$ cat src/rtl/decode_consts.svh
// Widths and encodings of the decode stage instruction set
// Opcode values are 7 bits and function codes 4 bits wide
// Register 31 is the stack pointer alias, banked above register 31
`ifndef DECODE_CONSTS_SVH
`define DECODE_CONSTS_SVH

// Word and field widths
`define INSTR_W         32
`define IMM_W           32
`define AREG_W          6

// ==============================
// Opcodes
// ==============================
`define OP_R2           7'h02
`define OP_ADDI         7'h04
`define OP_ANDI         7'h08
`define OP_ORI          7'h09
`define OP_LOAD         7'h40
`define OP_LOADZ        7'h41
`define OP_STORE        7'h48
`define OP_LDA          7'h4A
`define OP_BEQ          7'h26
`define OP_BNE          7'h27
`define OP_BSR          7'h20
`define OP_JSRI         7'h21
`define OP_NOP          7'h7F
`define OP_BRK          7'h00
`define OP_FENCE        7'h7A
`define OP_CSR          7'h07
`define OP_RTI          7'h78
`define OP_PFX          7'h7C

// R2 function codes in the low bits of imm10
`define FN_ADD          4'h0
`define FN_SUB          4'h1
`define FN_AND          4'h2
`define FN_OR           4'h3
`define FN_XOR          4'h4
`define FN_MUL          4'h8
`define FN_MULU         4'h9
`define FN_DIV          4'hA
`define FN_DIVU         4'hB

// Stack pointer banking
`define SP_ALIAS        31
`define SP_BANK_BASE    32

`endif

$ cat src/rtl/decode_pkg.sv
// Types shared by the decode stage and its testbench
// Field order inside the structs sets the packed bit layout of the decode bus
`include "decode_consts.svh"

package decode_pkg;

	// ==============================
	// Plain vector types
	// ==============================
	typedef logic [`INSTR_W-1:0] instrWord;
	typedef logic [`IMM_W-1:0]   immVal;
	typedef logic [`AREG_W-1:0]  aReg;

	// Operating mode also selects the banked stack pointer
	typedef enum logic [1:0] {
		MODE_USER    = 2'd0,
		MODE_SUPER   = 2'd1,
		MODE_HYPER   = 2'd2,
		MODE_MACHINE = 2'd3
	} operatingMode;

	// Current instruction and the word that follows it in the fetch stream
	typedef struct packed {
		instrWord ins;
		instrWord nxt;
	} fetchPair;

	// One-hot operation class with exactly one flag set per instruction
	typedef struct packed {
		logic alu;
		logic mul;
		logic mulu;
		logic div;
		logic divu;
		logic load;
		logic loadz;
		logic store;
		logic lda;
		logic branch;
		logic bsr;
		logic jsri;
		logic nop;
		logic brk;
		logic fence;
		logic csr;
		logic rti;
		logic pfx;
	} opClass;

	// ==============================
	// Decode bus of 79 bits
	// ==============================
	typedef struct packed {
		logic   v;
		immVal  imm;
		logic   hasImm;
		aReg    ra;
		aReg    rb;
		aReg    rt;
		logic   raz;
		logic   rbz;
		logic   rtz;
		logic   rav;
		logic   rbv;
		logic   rtv;
		opClass cls;
		logic   mem;
		logic   sync;
		logic   multicycle;
	} decodeBus;

endpackage

$ cat src/rtl/imm_decoder.sv
// Combinational immediate builder
// A PFX opcode in the following word supplies the upper 22 immediate bits
// Instructions without an immediate report zero
`include "decode_consts.svh"

module imm_decoder (
	input  decode_pkg::fetchPair instr,
	output decode_pkg::immVal    imm,
	output logic                 hasImm
);

	import decode_pkg::*;

	instrWord ins;
	instrWord nxt;
	logic     isPfx;
	logic [9:0] imm10;

	assign ins   = instr.ins;
	assign nxt   = instr.nxt;
	assign imm10 = ins[31:22];

	// The postfix is only recognised by its opcode in the next word
	assign isPfx = (nxt[6:0] == `OP_PFX);

	// Opcodes that carry an immediate in imm10
	always_comb begin
		case (ins[6:0])
			`OP_ADDI, `OP_ANDI, `OP_ORI:             hasImm = 1'b1;
			`OP_LOAD, `OP_LOADZ, `OP_STORE, `OP_LDA: hasImm = 1'b1;
			`OP_BEQ, `OP_BNE, `OP_BSR, `OP_JSRI:     hasImm = 1'b1;
			`OP_CSR:                                 hasImm = 1'b1;
			default:                                 hasImm = 1'b0;
		endcase
	end

	// ==============================
	// Immediate assembly
	// ==============================
	always_comb begin
		if (!hasImm) begin
			imm = '0;
		end
		else if (isPfx) begin
			// Postfix bits 28..7 sit directly above imm10
			imm = {nxt[28:7], imm10};
		end
		else begin
			// Short form is sign extended from bit 9
			imm = {{(`IMM_W-10){imm10[9]}}, imm10};
		end
	end

endmodule

$ cat src/rtl/reg_decoder.sv
// Combinational register field decoder
// Field 31 selects one of four banked stack pointers, numbers 32 to 35
// Use flags depend on the opcode only, an unknown opcode reads no register
`include "decode_consts.svh"

module reg_decoder (
	input  decode_pkg::operatingMode om,
	input  decode_pkg::instrWord     instr,
	output decode_pkg::aReg          ra,
	output decode_pkg::aReg          rb,
	output decode_pkg::aReg          rt,
	output logic                     raz,
	output logic                     rbz,
	output logic                     rtz,
	output logic                     rav,
	output logic                     rbv,
	output logic                     rtv
);

	import decode_pkg::*;

	logic [4:0] fldA;
	logic [4:0] fldB;
	logic [4:0] fldT;

	// Map a 5-bit field to an architectural number
	function automatic aReg mapReg(input logic [4:0] fld, input operatingMode mode);
		if (fld == 5'(`SP_ALIAS))
			mapReg = aReg'(`SP_BANK_BASE) + aReg'(mode);
		else
			mapReg = {1'b0, fld};
	endfunction

	assign fldT = instr[11:7];
	assign fldA = instr[16:12];
	assign fldB = instr[21:17];

	// ==============================
	// Numbers and zero flags
	// ==============================
	assign ra = mapReg(fldA, om);
	assign rb = mapReg(fldB, om);
	assign rt = mapReg(fldT, om);

	// Zero flags look at the raw field before banking
	assign raz = (fldA == 5'd0);
	assign rbz = (fldB == 5'd0);
	assign rtz = (fldT == 5'd0);

	// Use flags
	always_comb begin
		rav = 1'b0;
		rbv = 1'b0;
		rtv = 1'b0;
		case (instr[6:0])
			`OP_R2: begin
				rav = 1'b1;
				rbv = 1'b1;
				rtv = 1'b1;
			end
			`OP_ADDI, `OP_ANDI, `OP_ORI, `OP_LOAD, `OP_LOADZ, `OP_LDA, `OP_JSRI, `OP_CSR: begin
				rav = 1'b1;
				rtv = 1'b1;
			end
			// Store data is read through rb and nothing is written
			`OP_STORE, `OP_BEQ, `OP_BNE: begin
				rav = 1'b1;
				rbv = 1'b1;
			end
			// BSR leaves rtv clear since the link write happens elsewhere
			default: begin
				rav = 1'b0;
			end
		endcase
	end

endmodule

$ cat src/rtl/class_decoder.sv
// Combinational operation class decoder
// Produces one-hot class flags, an unknown opcode decodes as a nop
// R2 functions outside the multiply and divide group are plain ALU ops
`include "decode_consts.svh"

module class_decoder (
	input  decode_pkg::instrWord instr,
	output decode_pkg::opClass   cls,
	output logic                 multicycle
);

	logic [6:0] opcode;
	logic [3:0] func;

	assign opcode = instr[6:0];
	// Function code lives in the low bits of imm10
	assign func   = instr[25:22];

	// ==============================
	// Class decode
	// ==============================
	always_comb begin
		cls        = '0;
		multicycle = 1'b0;
		case (opcode)
			`OP_R2: begin
				case (func)
					`FN_MUL: begin
						cls.mul    = 1'b1;
						multicycle = 1'b1;
					end
					`FN_MULU: begin
						cls.mulu   = 1'b1;
						multicycle = 1'b1;
					end
					`FN_DIV: begin
						cls.div    = 1'b1;
						multicycle = 1'b1;
					end
					`FN_DIVU: begin
						cls.divu   = 1'b1;
						multicycle = 1'b1;
					end
					`FN_ADD, `FN_SUB, `FN_AND, `FN_OR, `FN_XOR: cls.alu = 1'b1;
					// Reserved functions still go to the ALU
					default: cls.alu = 1'b1;
				endcase
			end
			`OP_ADDI, `OP_ANDI, `OP_ORI: cls.alu = 1'b1;
			`OP_LOAD:  cls.load  = 1'b1;
			`OP_LOADZ: cls.loadz = 1'b1;
			`OP_STORE: cls.store = 1'b1;
			`OP_LDA:   cls.lda   = 1'b1;
			`OP_BEQ, `OP_BNE: cls.branch = 1'b1;
			`OP_BSR:   cls.bsr   = 1'b1;
			`OP_JSRI:  cls.jsri  = 1'b1;
			`OP_NOP:   cls.nop   = 1'b1;
			`OP_BRK:   cls.brk   = 1'b1;
			// A fence stalls until older work drains
			`OP_FENCE: begin
				cls.fence  = 1'b1;
				multicycle = 1'b1;
			end
			`OP_CSR:   cls.csr   = 1'b1;
			`OP_RTI:   cls.rti   = 1'b1;
			`OP_PFX:   cls.pfx   = 1'b1;
			default:   cls.nop   = 1'b1;
		endcase
	end

endmodule

$ cat src/rtl/instr_decoder.sv
// Decode stage top level with one cycle of latency
// Inputs are captured on a rising edge while en is high, dbo holds otherwise
// Reset leaves a nop on the bus with v clear
`include "decode_consts.svh"

module instr_decoder (
	input  logic                     clk,
	input  logic                     rst,
	input  logic                     en,
	input  decode_pkg::operatingMode om,
	input  decode_pkg::fetchPair     instr,
	output decode_pkg::decodeBus     dbo
);

	import decode_pkg::*;

	decodeBus db;
	immVal    imm;
	logic     hasImm;
	aReg      ra;
	aReg      rb;
	aReg      rt;
	logic     raz;
	logic     rbz;
	logic     rtz;
	logic     rav;
	logic     rbv;
	logic     rtv;
	opClass   cls;
	logic     multicycle;

	// ==============================
	// Sub-decoders
	// ==============================
	imm_decoder uImm (
		.instr  (instr),
		.imm    (imm),
		.hasImm (hasImm)
	);

	reg_decoder uReg (
		.om    (om),
		.instr (instr.ins),
		.ra    (ra),
		.rb    (rb),
		.rt    (rt),
		.raz   (raz),
		.rbz   (rbz),
		.rtz   (rtz),
		.rav   (rav),
		.rbv   (rbv),
		.rtv   (rtv)
	);

	class_decoder uCls (
		.instr      (instr.ins),
		.cls        (cls),
		.multicycle (multicycle)
	);

	// Merge the sub-decoder results and add the derived flags
	always_comb begin
		db.v          = 1'b1;
		db.imm        = imm;
		db.hasImm     = hasImm;
		db.ra         = ra;
		db.rb         = rb;
		db.rt         = rt;
		db.raz        = raz;
		db.rbz        = rbz;
		db.rtz        = rtz;
		db.rav        = rav;
		db.rbv        = rbv;
		db.rtv        = rtv;
		db.cls        = cls;
		db.multicycle = multicycle;
		db.mem        = cls.load | cls.loadz | cls.store;
		// Only a fence with every imm10 bit set is a full synchronising fence
		db.sync       = cls.fence && (instr.ins[31:22] == 10'h3FF);
	end

	// ==============================
	// Output register
	// ==============================
	always_ff @(posedge clk) begin
		if (rst) begin
			dbo         <= '0;
			dbo.cls.nop <= 1'b1;
		end
		else if (en) begin
			dbo <= db;
		end
	end

endmodule

$ cat config.mk
export PLATFORM = sky130hd
export DESIGN_NAME = instr_decoder
export DESIGN_NICKNAME = d
export VERILOG_FILES = /design/src/rtl/decode_pkg.sv /design/src/rtl/imm_decoder.sv /design/src/rtl/reg_decoder.sv /design/src/rtl/class_decoder.sv /design/src/rtl/instr_decoder.sv
export VERILOG_INCLUDE_DIRS = /design/src /design/src/rtl
export SDC_FILE = /design/constraint.sdc
export NUM_CORES = 1
export LEC_CHECK = 0
export BUFFER_PORTS_ARGS = -buffer_cell sky130_fd_sc_hd__buf_2
export CORE_MARGIN = 3
export CORE_UTILIZATION = 49
export CTS_BUF_LIST = sky130_fd_sc_hd__clkbuf_2
export DETAILED_ROUTE_END_ITERATION = 10
export PLACE_DENSITY_LB_ADDON = 0.3
export REMOVE_ABC_BUFFERS = 1
export SLEW_MARGIN = 20
export SYNTH_ARGS = -nofsm -noshare
export SYNTH_HDL_FRONTEND = slang
export SYNTH_SLANG_ARGS = --single-unit
export TNS_END_PERCENT = 20
$ cat constraint.sdc
create_clock -name clk -period 2.2 [get_ports clk]
set_clock_uncertainty 0.05 [all_clocks]
set_input_delay 0.11 -clock clk [delete_from_list [all_inputs] [get_ports clk]]
set_output_delay 0.11 -clock clk [all_outputs]
set_load 0.05 [all_outputs]
# After elaboration in Yosys (flattened, before gate mapping)
# Index checks and enable logic that the tools add are counted.
[totals]
regBits = 79
input_bits = 69
out_inout_bits = 79
elab_cells = 105
[classes]
add_sub_neg = 1
n_eq_ne = 25
mux = 31
n_bitwise = 2
n_reduce_logical = 13
[op_table]
columns = ["operator", "n"]
rows = [
  ["$mux W32", 2],
  ["$eq A7 B7 Y1 const B", 8],
  ["$eq A7 B6 Y1 const B", 4],
  ["$reduce_or A12 Y1", 2],
  ["$mux W1", 23],
  ["$mux W6", 3],
  ["$reduce_or A17 Y1", 1],
  ["$eq A4 B4 Y1 const B", 4],
  ["$eq A5 B5 Y1 const B", 3],
  ["$logic_not A5 Y1", 3],
  ["$eq A7 B3 Y1 const B", 2],
  ["$eq A7 B4 Y1 const B", 2],
  ["$eq A10 B10 Y1 const B", 1],
  ["$reduce_or A9 Y1", 1],
  ["$reduce_or A4 Y1", 2],
  ["$eq A7 B2 Y1 const B", 1],
  ["$logic_not A7 Y1", 1],
  ["$add A6 B2 Y6 const A", 1],
  ["$mux W4", 1],
  ["$pmux W1 S2", 2],
  ["$reduce_or A3 Y1", 1],
  ["$or A1 B1 Y1", 2],
  ["$reduce_or A2 Y1", 1],
  ["$logic_and A1 B1 Y1", 1],
]

# Depth between registers and ports, before layout
# Gate-level depths: netlist of the first run.
[depth]
word_depth = 4
mapped_depth = 7
mapped_depth_nobuf = 5

# Hierarchy
# From an unflattened synthesis of the first run, not the netlist that was laid out.
[unflattened]
cells_unflattened = 484
area_unflattened_um2 = 4453.0
[modules_own_cells]
columns = ["module", "n_inst", "cells_each", "area_each_um2", "seq_area_each_um2"]
rows = [
  ["instr_decoder", 1, 259, 2812.7, 1581.5],
  ["imm_decoder", 1, 98, 840.8, 0.0],
  ["class_decoder", 1, 65, 429.2, 0.0],
  ["reg_decoder", 1, 62, 370.4, 0.0],
]

# Worst setup path after synthesis of the first run
# No wires, ideal clock.
[synth_path]
path_kind = "input to register"
from = "input port instr[37] (netlist bit)"
to = "register dbo[58] (netlist bit)"
setup_ps = 68
t_arrival_ps = 1488
t_required_ps = 2082
slack_ps = 594
stages = 6
path_buffers = 2
cell_sequence = "buf_6 or4_4 a311oi_4 o21ai_2 buf_6 o21ai_2"
[synth_between]
elab_chain_len = 4
word_cells_on_any_way = 15
cone_classes = "12 x eq/ne; 2 x mux; 1 x reduce/logical"
[synth_lines]
columns = ["element", "line_no", "text"]
rows = [
  ["start: declaration", "instr_decoder.sv:11", "input decode_pkg::fetchPair instr,"],
  ["$eq A7 B3 Y1 (tied with other cells)", "imm_decoder.sv:28", "case (ins[6:0])"],
  ["$reduce_or A12 Y1 (no source line) (*)", "--", ""],
  ["$mux W1 (*)", "imm_decoder.sv:28", ""],
  ["$mux W32 (*)", "imm_decoder.sv:41", "if (!hasImm) begin"],
  ["end: declaration", "instr_decoder.sv:12", "output decode_pkg::decodeBus dbo"],
]
# Mark *: on every way between the ends. The rest lies on a longest branch, timed or not.
# A chain may end at the register's enable or synchronous reset.

# Worst setup path in the final report of the first run
[layout_path]
from = "input port instr[57] (netlist bit)"
to = "register dbo[16] (netlist bit)"
[layout_between]
elab_chain_len = 3
[layout_lines]
columns = ["element", "line_no", "text"]
rows = [
  ["$eq A4 B4 Y1", "class_decoder.sv:27", "case (func)"],
  ["$mux W1", "class_decoder.sv:27", ""],
  ["$mux W4", "class_decoder.sv:25", "case (opcode)"],
]
# No other way between the ends.

==> results of run 1 <==
==> metal layers <==
metal | vias to the layer above | share of wire | track usage
met1 | 1783 | 0.42 | 0.3108
met4 | 0 | 0.016 | 0.08546
met2 | 148 | 0.49 | 0.4512
li1 | 1837 | - | -
met5 | - | 0 | 0
met3 | 17 | 0.070 | 0.06611
==> timing repair <==
| action | in CTS | in global routing |
|---|---|---|
| hold buffers | 77 | 0 |
| hold endpoints to repair | 75 | 0 |
| endpoints found under the setup margin | 0 | 1 |
| gates resized for setup | 0 | 5 |
==> placed cells by master (no fill, tap or decap), drive strengths merged, types with 2 or more instances in the layout <==
cell / count
a21oi: 34
nand4: 7
nand3b: 4
nor2: 24
clkbuf: 9
bufinv: 3
dlygate4sd3: 77
nand3: 19
o22ai: 3
nand2b: 28
buf: 150
nand4b: 2
dfxtp: 79
nor3b: 2
inv: 5
a211oi: 4
clkinv: 3
a41oi: 22
nor4b: 2
and2: 2
nor3: 13
and4: 4
a311oi: 2
o21ai: 27
mux2i: 4
nor2b: 8
a22o: 10
nand2: 40
o211ai: 6
==> logic make-up (layout without fill, tap and decap cells) <==
| kind of cell | after synthesis | after routing | synth area share |
|---|---|---|---|
| AOI/OAI and AO/OA | 113 | 113 | 0.2402 |
| buffers and inverters | 40 | 248 | 0.05149 |
| and+or+nand+nor | 158 | 158 | 0.2416 |
| muxes | 4 | 4 | 0.01152 |
| DFF | 79 | 79 | 0.4552 |
==> power by group through the flow <==
| stage | combinational [µW] | sequential [µW] | clock (µW) |
|---|---|---|---|
| after global routing | 576 | 1490 | 1090 |
| after detailed placement | 427 | 1510 | 0 |
| after CTS | 520 | 1480 | 1040 |
| after floorplan | 125 | 1620 | 0 |
| final | 537 | 1480 | 1020 |
| after global placement | 421 | 1510 | 0 |
==> through the flow <==
step	worst slack [ps]	power, µW	cells
after floorplan	90.69	1750	359
after global placement	295.9	1932	605
after detailed placement	262.7	1939	605
after CTS	13.85	3043	698
after global routing	30.86	3154	698
final	93.85	3043	698
==> path summary, 6_finish.rpt <==
| kind | startpoint | end | cells past startpoint |
|---|---|---|---|
| max | instr[57] | dbo[16]$_SDFFE_PP0P_ | 8 |
| min | instr[33] | dbo[13]$_SDFFE_PP0P_ | 4 |
| max reg2reg | dbo[16]$_SDFFE_PP0P_ | dbo[16]$_SDFFE_PP0P_ | 3 |
| min reg2reg | dbo[77]$_SDFFE_PP0P_ | dbo[77]$_SDFFE_PP0P_ | 2 |
==> area by class of cell <==
cell class	instances	area (µm²)
timing repair buffer	227	1539
clock buffer	9	45.04
multi-input combinational	275	1739
clock inverter	7	120.1
tap	96	120.1
sequential	79	1582
inverter	5	18.77
fill	502	1668
==> tightest hold or removal path, cell delays in order <==
cell and delay (ps):
buf_2 210, nor3_1 100, mux2i_1 130, nor2_1 50
==> impl_metrics.env, run 1 <==
export IMPL_rsz0062_at_grt="false"
export IMPL_rows=30
export IMPL_power_frac_seq=0.488
export IMPL_io_buffer_count=144
export IMPL_area_growth_pct=48.61
export IMPL_crit_path_max_incr_delay_ps=560
export IMPL_clk_pin_slew_ps=240
export IMPL_insertion_delay_ps=500
export IMPL_cp_buffers_inverters=4
export IMPL_layout_drive_gt1_share=0.3272
export IMPL_antenna_left=0
export IMPL_initialDrtViolationCount=146
export IMPL_power_density_mw_per_mm2=589.3
export IMPL_p_sw_uw=868.5
export IMPL_grt_pass1_vias=3659
export IMPL_ys_types=45
export IMPL_top_regs="dbo: 79 flops"
export IMPL_grt_total_usage=0.2591
export IMPL_cp_top_family="buffers and inverters"
export IMPL_largest_reg_flops=79
export IMPL_p_clk_frac=0.336
export IMPL_worstSetupStartpointType="input pin"
export IMPL_p_int_uw=2175
export IMPL_synth_common_cells="dfxtp_1, nand2_1, a21oi_1"
export IMPL_post_route_drc_count=0
export IMPL_finalSetupViolations=0
export IMPL_yosysMostFrequentCell="dfxtp_1"
export IMPL_yosys_top_cells_area="dfxtp_1, a41oi_1, o21ai_2, nand2b_1, a21oi_1"
export IMPL_grt_ovfl_total=0
export IMPL_grt_max_degree=56
export IMPL_switching_share=0.2854
export IMPL_dpl_cell_area_mm2=0.004209
export IMPL_grt_pass1_wl_um=17560
export IMPL_fin_hold_ws_ps=51.41
export IMPL_initial_core_util=0.5086
export IMPL_combPwrFrac=0.177
export IMPL_cp_common_cell="dlygate4sd3_1"
export IMPL_path_cells="dlygate4sd3_1 -> buf_2 -> nor2b_2 -> and3_4 -> nand3_1 -> dlygate4sd3_1 -> a21oi_1 -> dlygate4sd3_1"
export IMPL_required_ps=2620
export IMPL_critical_path_class="in -> reg"
export IMPL_synth_largest_area_cell="dfxtp_1"
export IMPL_crit_arrival_ps=2530
export IMPL_avgViaCountPerCell=5.423
export IMPL_clock_fmax_mhz=474.8
export IMPL_synth_flop_cell="dfxtp_1"
export IMPL_async_flop_share=0
export IMPL_ys_ff_latch=79
export IMPL_max_slew_worst_pin_slew_ps=1033
export IMPL_syn_inst=394
export IMPL_synth_edff_count=0
export IMPL_die_h_um=90.21
export IMPL_gp_congestion=0.8360
export IMPL_crit_path_max_fanout=4
export IMPL_yosysWarnings=0
export IMPL_cp_slowest_cell="dlygate4sd3_1"
export IMPL_antenna_found_initial=0
export IMPL_synth_top_area_share=0.4552
export IMPL_wire_per_inst_um=15.22
export IMPL_drt_pass1_iterations=5
export IMPL_cts_root_buf="clkbuf_2"
export IMPL_report_final_slew_viol_count=0
export IMPL_n_antenna_cell=0
export IMPL_status="completed"
export IMPL_endpoint_kind="flop"
export IMPL_r2r_setup_slack_ps=1030
export IMPL_period_needed_ps=2106
export IMPL_drt_total_wl_um=10630
export IMPL_final_cell_area_mm2=0.005164
export IMPL_cts_tree="yes"
export IMPL_post_cts_buffers=0
export IMPL_largest_register="dbo"
export IMPL_seq_area_frac_synth=0.4552
export IMPL_final_core_util=0.7559
export IMPL_dp_hpwl_um=6169
export IMPL_die_area_mm2=0.008137
export IMPL_leakage_uw=0.002205
export IMPL_ir_drop_uv=301.6
export IMPL_final_nets=666
export IMPL_die_w_um=90.21
export IMPL_num_vias=3785
export IMPL_syn_avg_cell_area_um2=8.819
export IMPL_final_hold_viol_count=0
export IMPL_cap_violations=0
export IMPL_numCtsBuffers=9
export IMPL_clockBufferDepth=2
export IMPL_syn_cell_area_mm2=0.003475
export IMPL_relSlewSlack=0.3095
export IMPL_hold_path_class="in -> reg"
export IMPL_tns_ps=0
export IMPL_core_area_mm2=0.006832
export IMPL_io_pins=148
export IMPL_clock_sinks=79
export IMPL_htreeDepth=3
export IMPL_fin_crit_sh=0.9573
Note: power is estimated with default switching activity, not from simulation.
==> run 2, diff against run 1 <==
Settings changed: HOLD_SLACK_MARGIN set to 0.12, PLACE_DENSITY_LB_ADDON 0.3 to 0.1, RECOVER_POWER set to 50.
==> run 2 against run 1 <==
- sequential power barely moved
- critical path type unchanged
- hold slack improved by 110 ps
- combinational power rose by 9.9%
- sequential share of layout area fell by 1.8 points
- non-clock buffer count rose by 45
- wire length rose by 14%
- global-route usage rose by 3.9 points
- cell area rose by 6.3%
==> impl_metrics.env, run 2 (synthesis results as in run 1) <==
export IMPL_status="completed"
export IMPL_gp_congestion=0.8472
export IMPL_dp_hpwl_um=6149
export IMPL_initialDrtViolationCount=228
export IMPL_cts_root_buf="clkbuf_2"
export IMPL_post_route_drc_count=0
export IMPL_crit_arrival_ps=2640
export IMPL_htreeDepth=3
export IMPL_rows=30
export IMPL_relSlewSlack=0.5652
export IMPL_grt_pass1_vias=4155
export IMPL_hold_path_class="in -> reg"
export IMPL_finalSetupViolations=0
export IMPL_largest_reg_flops=79
export IMPL_r2r_start="dbo[54]$_SDFFE_PP0P_"
export IMPL_initial_core_util=0.5086
export IMPL_leakage_uw=0.002125
export IMPL_register_area_mm2=0.001582
export IMPL_final_hold_viol_count=0
export IMPL_grt_total_usage=0.2977
export IMPL_io_buffer_count=144
export IMPL_largest_register="dbo"
export IMPL_timing_rr_end="dbo[54]$_SDFFE_PP0P_"
export IMPL_drt_pass1_iterations=5
export IMPL_fin_crit_sh=0.9935
export IMPL_tns_ps=0
export IMPL_r2r_setup_slack_ps=910
export IMPL_layout_common_cells="dlygate4sd3_1, dfxtp_1, buf_2"
export IMPL_power_density_mw_per_mm2=526.3
export IMPL_antenna_found_initial=0
export IMPL_fill_cells=495
export IMPL_insertion_delay_ps=550
export IMPL_critPathLaunch="instr[38]"
export IMPL_grtUsageMet3=0.07950
export IMPL_clock_sinks=79
export IMPL_critPathCapture="dbo[9]$_SDFFE_PP0P_"
export IMPL_layout_drive_gt1_share=0.2040
export IMPL_multiInputGateArea_mm2=0.001743
export IMPL_final_nets=711
export IMPL_n_antenna_cell=0
export IMPL_critical_path_class="in -> reg"
export IMPL_endpoint_kind="flop"
export IMPL_hold_depth=5
export IMPL_clk_pin_slew_ps=250
export IMPL_required_ps=2660
export IMPL_cap_violations=0
export IMPL_p_total_uw=2887
export IMPL_rsz0062_at_grt="false"
export IMPL_top_usage_layer="met2"
export IMPL_die_area_mm2=0.008137
export IMPL_wire_per_inst_um=16.32
export IMPL_num_vias=4122
export IMPL_max_slew_worst_pin_slew_ps=655.0
export IMPL_rr_worst_depth=2
export IMPL_avgViaCountPerCell=5.548
export IMPL_grt_ovfl_total=0
export IMPL_period_needed_ps=2186
export IMPL_numCtsBuffers=9
export IMPL_worstSetupStartpointType="input pin"
export IMPL_die_w_um=90.21
export IMPL_layout_cells_most_common="dlygate4sd3_1"
export IMPL_drt_total_wl_um=12130
export IMPL_met1_usage=0.3316
export IMPL_die_h_um=90.21
export IMPL_antenna_left=0
export IMPL_ir_drop_uv=319.9
export IMPL_dp_cells=606
export IMPL_area_growth_pct=57.90
export IMPL_top_regs="dbo: 79 flops"
export IMPL_crit_path_max_fanout=8
export IMPL_finalNonFillerCells=743
export IMPL_core_area_mm2=0.006832
export IMPL_io_pins=148
export IMPL_report_final_slew_viol_count=0
export IMPL_grt_max_degree=62
export IMPL_grt_pass1_wl_um=19910
export IMPL_met2_usage=0.5370
export IMPL_clockBufferDepth=2
export IMPL_cts_tree="yes"
export IMPL_clock_fmax_mhz=457.5
run 2: changes by cell type in the layout (fill, tap and decap cells not counted), sizes merged:
cell / change
clkbuf: +66
buf: -65
dlygate4sd3: +44
bufinv: -2
clkinv: +2
run 2: worst max-delay path: stages:
cell and delay (ps):
buf_2 150, dlygate4sd3_1 610, nor3b_1 320, dlygate4sd3_1 620, nand4_1 110, dlygate4sd3_1 590
a21oi_1 130
run 2: power by group:
group	leakage (µW)	switching [µW]	internal, µW
sequential	0.000641	18.7	1470
combinational	0.00141	343	247
clock	0.0000699	546	265
run 2: area by class of cell:
class                      count  area share
timing repair buffer         272      0.3473
sequential                    79      0.2883
inverter                       5    0.003421
multi-input combinational    275      0.3177
clock inverter                 7     0.01323
clock buffer                   9    0.008210
tap                           96     0.02189
run 2: worst min-delay path by stage:
stage,startpoint,end
3_3_place_gp,instr[60],dbo[52]$_SDFFE_PP0P_
4_1_cts,instr[32],dbo[8]$_SDFFE_PP1P_
3_5_place_dp,instr[60],dbo[52]$_SDFFE_PP0P_
2_1_floorplan,rst,dbo[10]$_SDFFE_PP0P_
5_1_grt,instr[35],dbo[17]$_SDFFE_PP0P_
6_report,instr[32],dbo[8]$_SDFFE_PP1P_
run 2: routing by layer:
metal,wire (µm),vias up
li1,-,1935
met1,4644,1961
met2,6322,194
met3,864,32
met4,296,0
met5,0,-
run 2: per-stage QoR:
step / util / setup slack (ps) / instance area, µm² / hold slack (ps)
6_report: 0.8031 / 14.29 / 5487 / 157.5
4_1_cts: 0.8088 / 22.95 / 5525 / 125.9
3_5_place_dp: 0.6172 / 267.0 / 4217 / 294.3
3_3_place_gp: 0.6172 / 299.7 / 4217 / 284.8
5_1_grt: 0.8031 / 14.93 / 5487 / 150.4
2_1_floorplan: - / 90.69 / 3314 / 129.1
run 2: what timing repair did:
| item | CTS | global route |
|---|---|---|
| hold endpoints to repair | 79 | 1 |
| hold buffers | 119 | 2 |
| buffers inserted | 0 | 0 |
| setup endpoints to repair | 0 | 9 |
| resized for setup | 0 | 4 |
==> run 3, diff against run 2 <==
Settings changed: PLACE_DENSITY set to 0.82, PLACE_DENSITY_LB_ADDON 0.1 to unset.
==> run 3 against run 2 <==
- combinational power down 0.7%
- highest routed layer unchanged
- largest cell class unchanged
- largest power group unchanged
- cell area down 1.3%
- final cell count is 1.6% lower
- hold slack gained 28 ps
- fmax grew 2.3%
- wire length is 3.6% higher
- clock-buffer cell count unchanged
- critical path depth increased by 1
- power rose by 7.3%
- sequential power about the same
- register-to-register slack got worse by 40 ps
==> impl_metrics.env, run 3 (synthesis results as in run 1) <==
export IMPL_status="completed"
export IMPL_layout_common_cells="dlygate4sd3_1, buf_2, dfxtp_1"
export IMPL_p_sw_uw=896.1
export IMPL_report_final_slew_viol_count=0
export IMPL_post_cts_buffers=0
export IMPL_crit_arrival_ps=2540
export IMPL_num_vias=4118
export IMPL_grt_total_usage=0.3063
export IMPL_layout_drive_gt1_share=0.2173
export IMPL_htreeDepth=3
export IMPL_finalNonFillerCells=731
export IMPL_tns_ps=0
export IMPL_initial_core_util=0.5086
export IMPL_rows=30
export IMPL_largest_register="dbo"
export IMPL_cap_violations=0
export IMPL_clock_sinks=79
export IMPL_rsz0062_at_grt="false"
export IMPL_finalWorstSetupSlack_ps=63.01
export IMPL_hold_path_class="in -> reg"
export IMPL_avgViaCountPerCell=5.633
export IMPL_power_frac_seq=0.480
export IMPL_hp_start="instr[34]"
export IMPL_clock_fmax_mhz=467.9
export IMPL_wire_per_inst_um=17.18
export IMPL_grt_max_degree=54
export IMPL_critical_path_class="in -> reg"
export IMPL_antenna_found_initial=0
export IMPL_top_regs="dbo: 79 flops"
export IMPL_grt_ovfl_total=0
export IMPL_numCtsBuffers=9
export IMPL_leakage_uw=0.002098
export IMPL_worstSetupStartpointType="input pin"
export IMPL_insertion_delay_ps=500
export IMPL_die_w_um=90.21
export IMPL_combPwrFrac=0.189
export IMPL_final_hold_viol_count=0
export IMPL_layout_cells_most_common="dlygate4sd3_1"
export IMPL_drt_total_wl_um=12560
export IMPL_dp_cells=606
export IMPL_die_h_um=90.21
export IMPL_grt_pass1_wl_um=20340
export IMPL_fin_hold_ws_ps=185.1
export IMPL_cts_root_buf="clkbuf_2"
export IMPL_crit_path_max_fanout=4
export IMPL_largest_reg_flops=79
export IMPL_grt_pass1_vias=4204
export IMPL_io_pins=148
export IMPL_power_density_mw_per_mm2=572.2
export IMPL_post_route_drc_count=0
export IMPL_critPathLaunch="instr[56]"
export IMPL_dp_hpwl_um=6344
export IMPL_core_area_mm2=0.006832
export IMPL_relSlewSlack=0.5657
export IMPL_endpoint_kind="flop"
export IMPL_post_place_ws_ps=282.5
export IMPL_switching_share=0.2893
export IMPL_r2r_start="dbo[23]$_SDFFE_PP0P_"
export IMPL_finalSetupViolations=0
export IMPL_antenna_left=0
export IMPL_cts_tree="yes"
export IMPL_drt_pass1_iterations=5
export IMPL_die_area_mm2=0.008137
export IMPL_required_ps=2600
export IMPL_gp_congestion=0.8586
export IMPL_fin_crit_sh=0.9714
export IMPL_p_clk_frac=0.331
export IMPL_io_buffer_count=144
export IMPL_period_needed_ps=2137
export IMPL_ir_drop_uv=419.3
export IMPL_clk_pin_slew_ps=240
export IMPL_max_slew_worst_pin_slew_ps=651.4
export IMPL_clockBufferDepth=2
export IMPL_n_antenna_cell=0
export IMPL_initialDrtViolationCount=235
export IMPL_final_nets=699
export IMPL_p_int_uw=2202
export IMPL_area_growth_pct=55.82
==> run 3: changes by cell type in the layout (fill, tap and decap cells not counted), moves of 2 or more <==
cell / before / now
dlygate4sd3_1: 121 / 109
clkbuf_1: 66 / 59
buf_2: 78 / 84
bufinv_16: 1 / 3
==> run 3: per-layer routing <==
layer / vias up / share of wire / track usage
li1: 1908 / - / -
met2: 252 / 0.50 / 0.5395
met3: 38 / 0.095 / 0.09623
met4: 0 / 0.023 / 0.1173
met5: - / 0 / 0
met1: 1920 / 0.38 / 0.3442
==> run 3: final timing paths <==
check / endpoint / slack (ps) / cells after the start
worst max register to register: dbo[23]$_SDFFE_PP0P_ / 870 / 3
worst max-delay path: dbo[16]$_SDFFE_PP0P_ / 60 / 8
worst min-delay path: dbo[8]$_SDFFE_PP1P_ / 190 / 5
worst min register to register: dbo[63]$_SDFFE_PP0P_ / 420 / 2
==> run 3: power groups by stage <==
stage	clock network, µW	logic [µW]	registers, µW
2_1_floorplan	0	125	1620
3_3_place_gp	0	424	1510
3_5_place_dp	0	431	1510
4_1_cts	1030	561	1480
5_1_grt	1100	622	1490
6_report	1030	586	1490
==> run 3: critical path: stages <==
cell	delay, ps
dlygate4sd3_1	540
buf_2	140
nor2b_2	160
and3_1	240
nand3_1	80
dlygate4sd3_1	570
a21oi_1	130
dlygate4sd3_1	560
==> run 3: final cells by class <==
cell class	count	area, µm²
flip-flops and latches	79	1582
multi-input cells	275	1734
clock inverters	7	121.4
well taps	96	120.1
fillers	482	1418
clock buffers	9	45.04
inverters	5	18.77
repair buffers	260	1793
==> run 3: through the flow <==
stage	cell area [µm²]	util	total power, µW
2_1_floorplan	3314	-	1750
3_3_place_gp	4217	0.6172	1934
3_5_place_dp	4217	0.6172	1942
4_1_cts	5474	0.8013	3070
5_1_grt	5414	0.7925	3214
6_report	5414	0.7925	3098
==> run 3: what timing repair did <==
| item | CTS | global route |
|---|---|---|
| endpoints found under the setup margin | 0 | 3 |
| resized for setup | 0 | 4 |
| hold endpoints to repair | 76 | 0 |
| hold buffers | 109 | 0 |
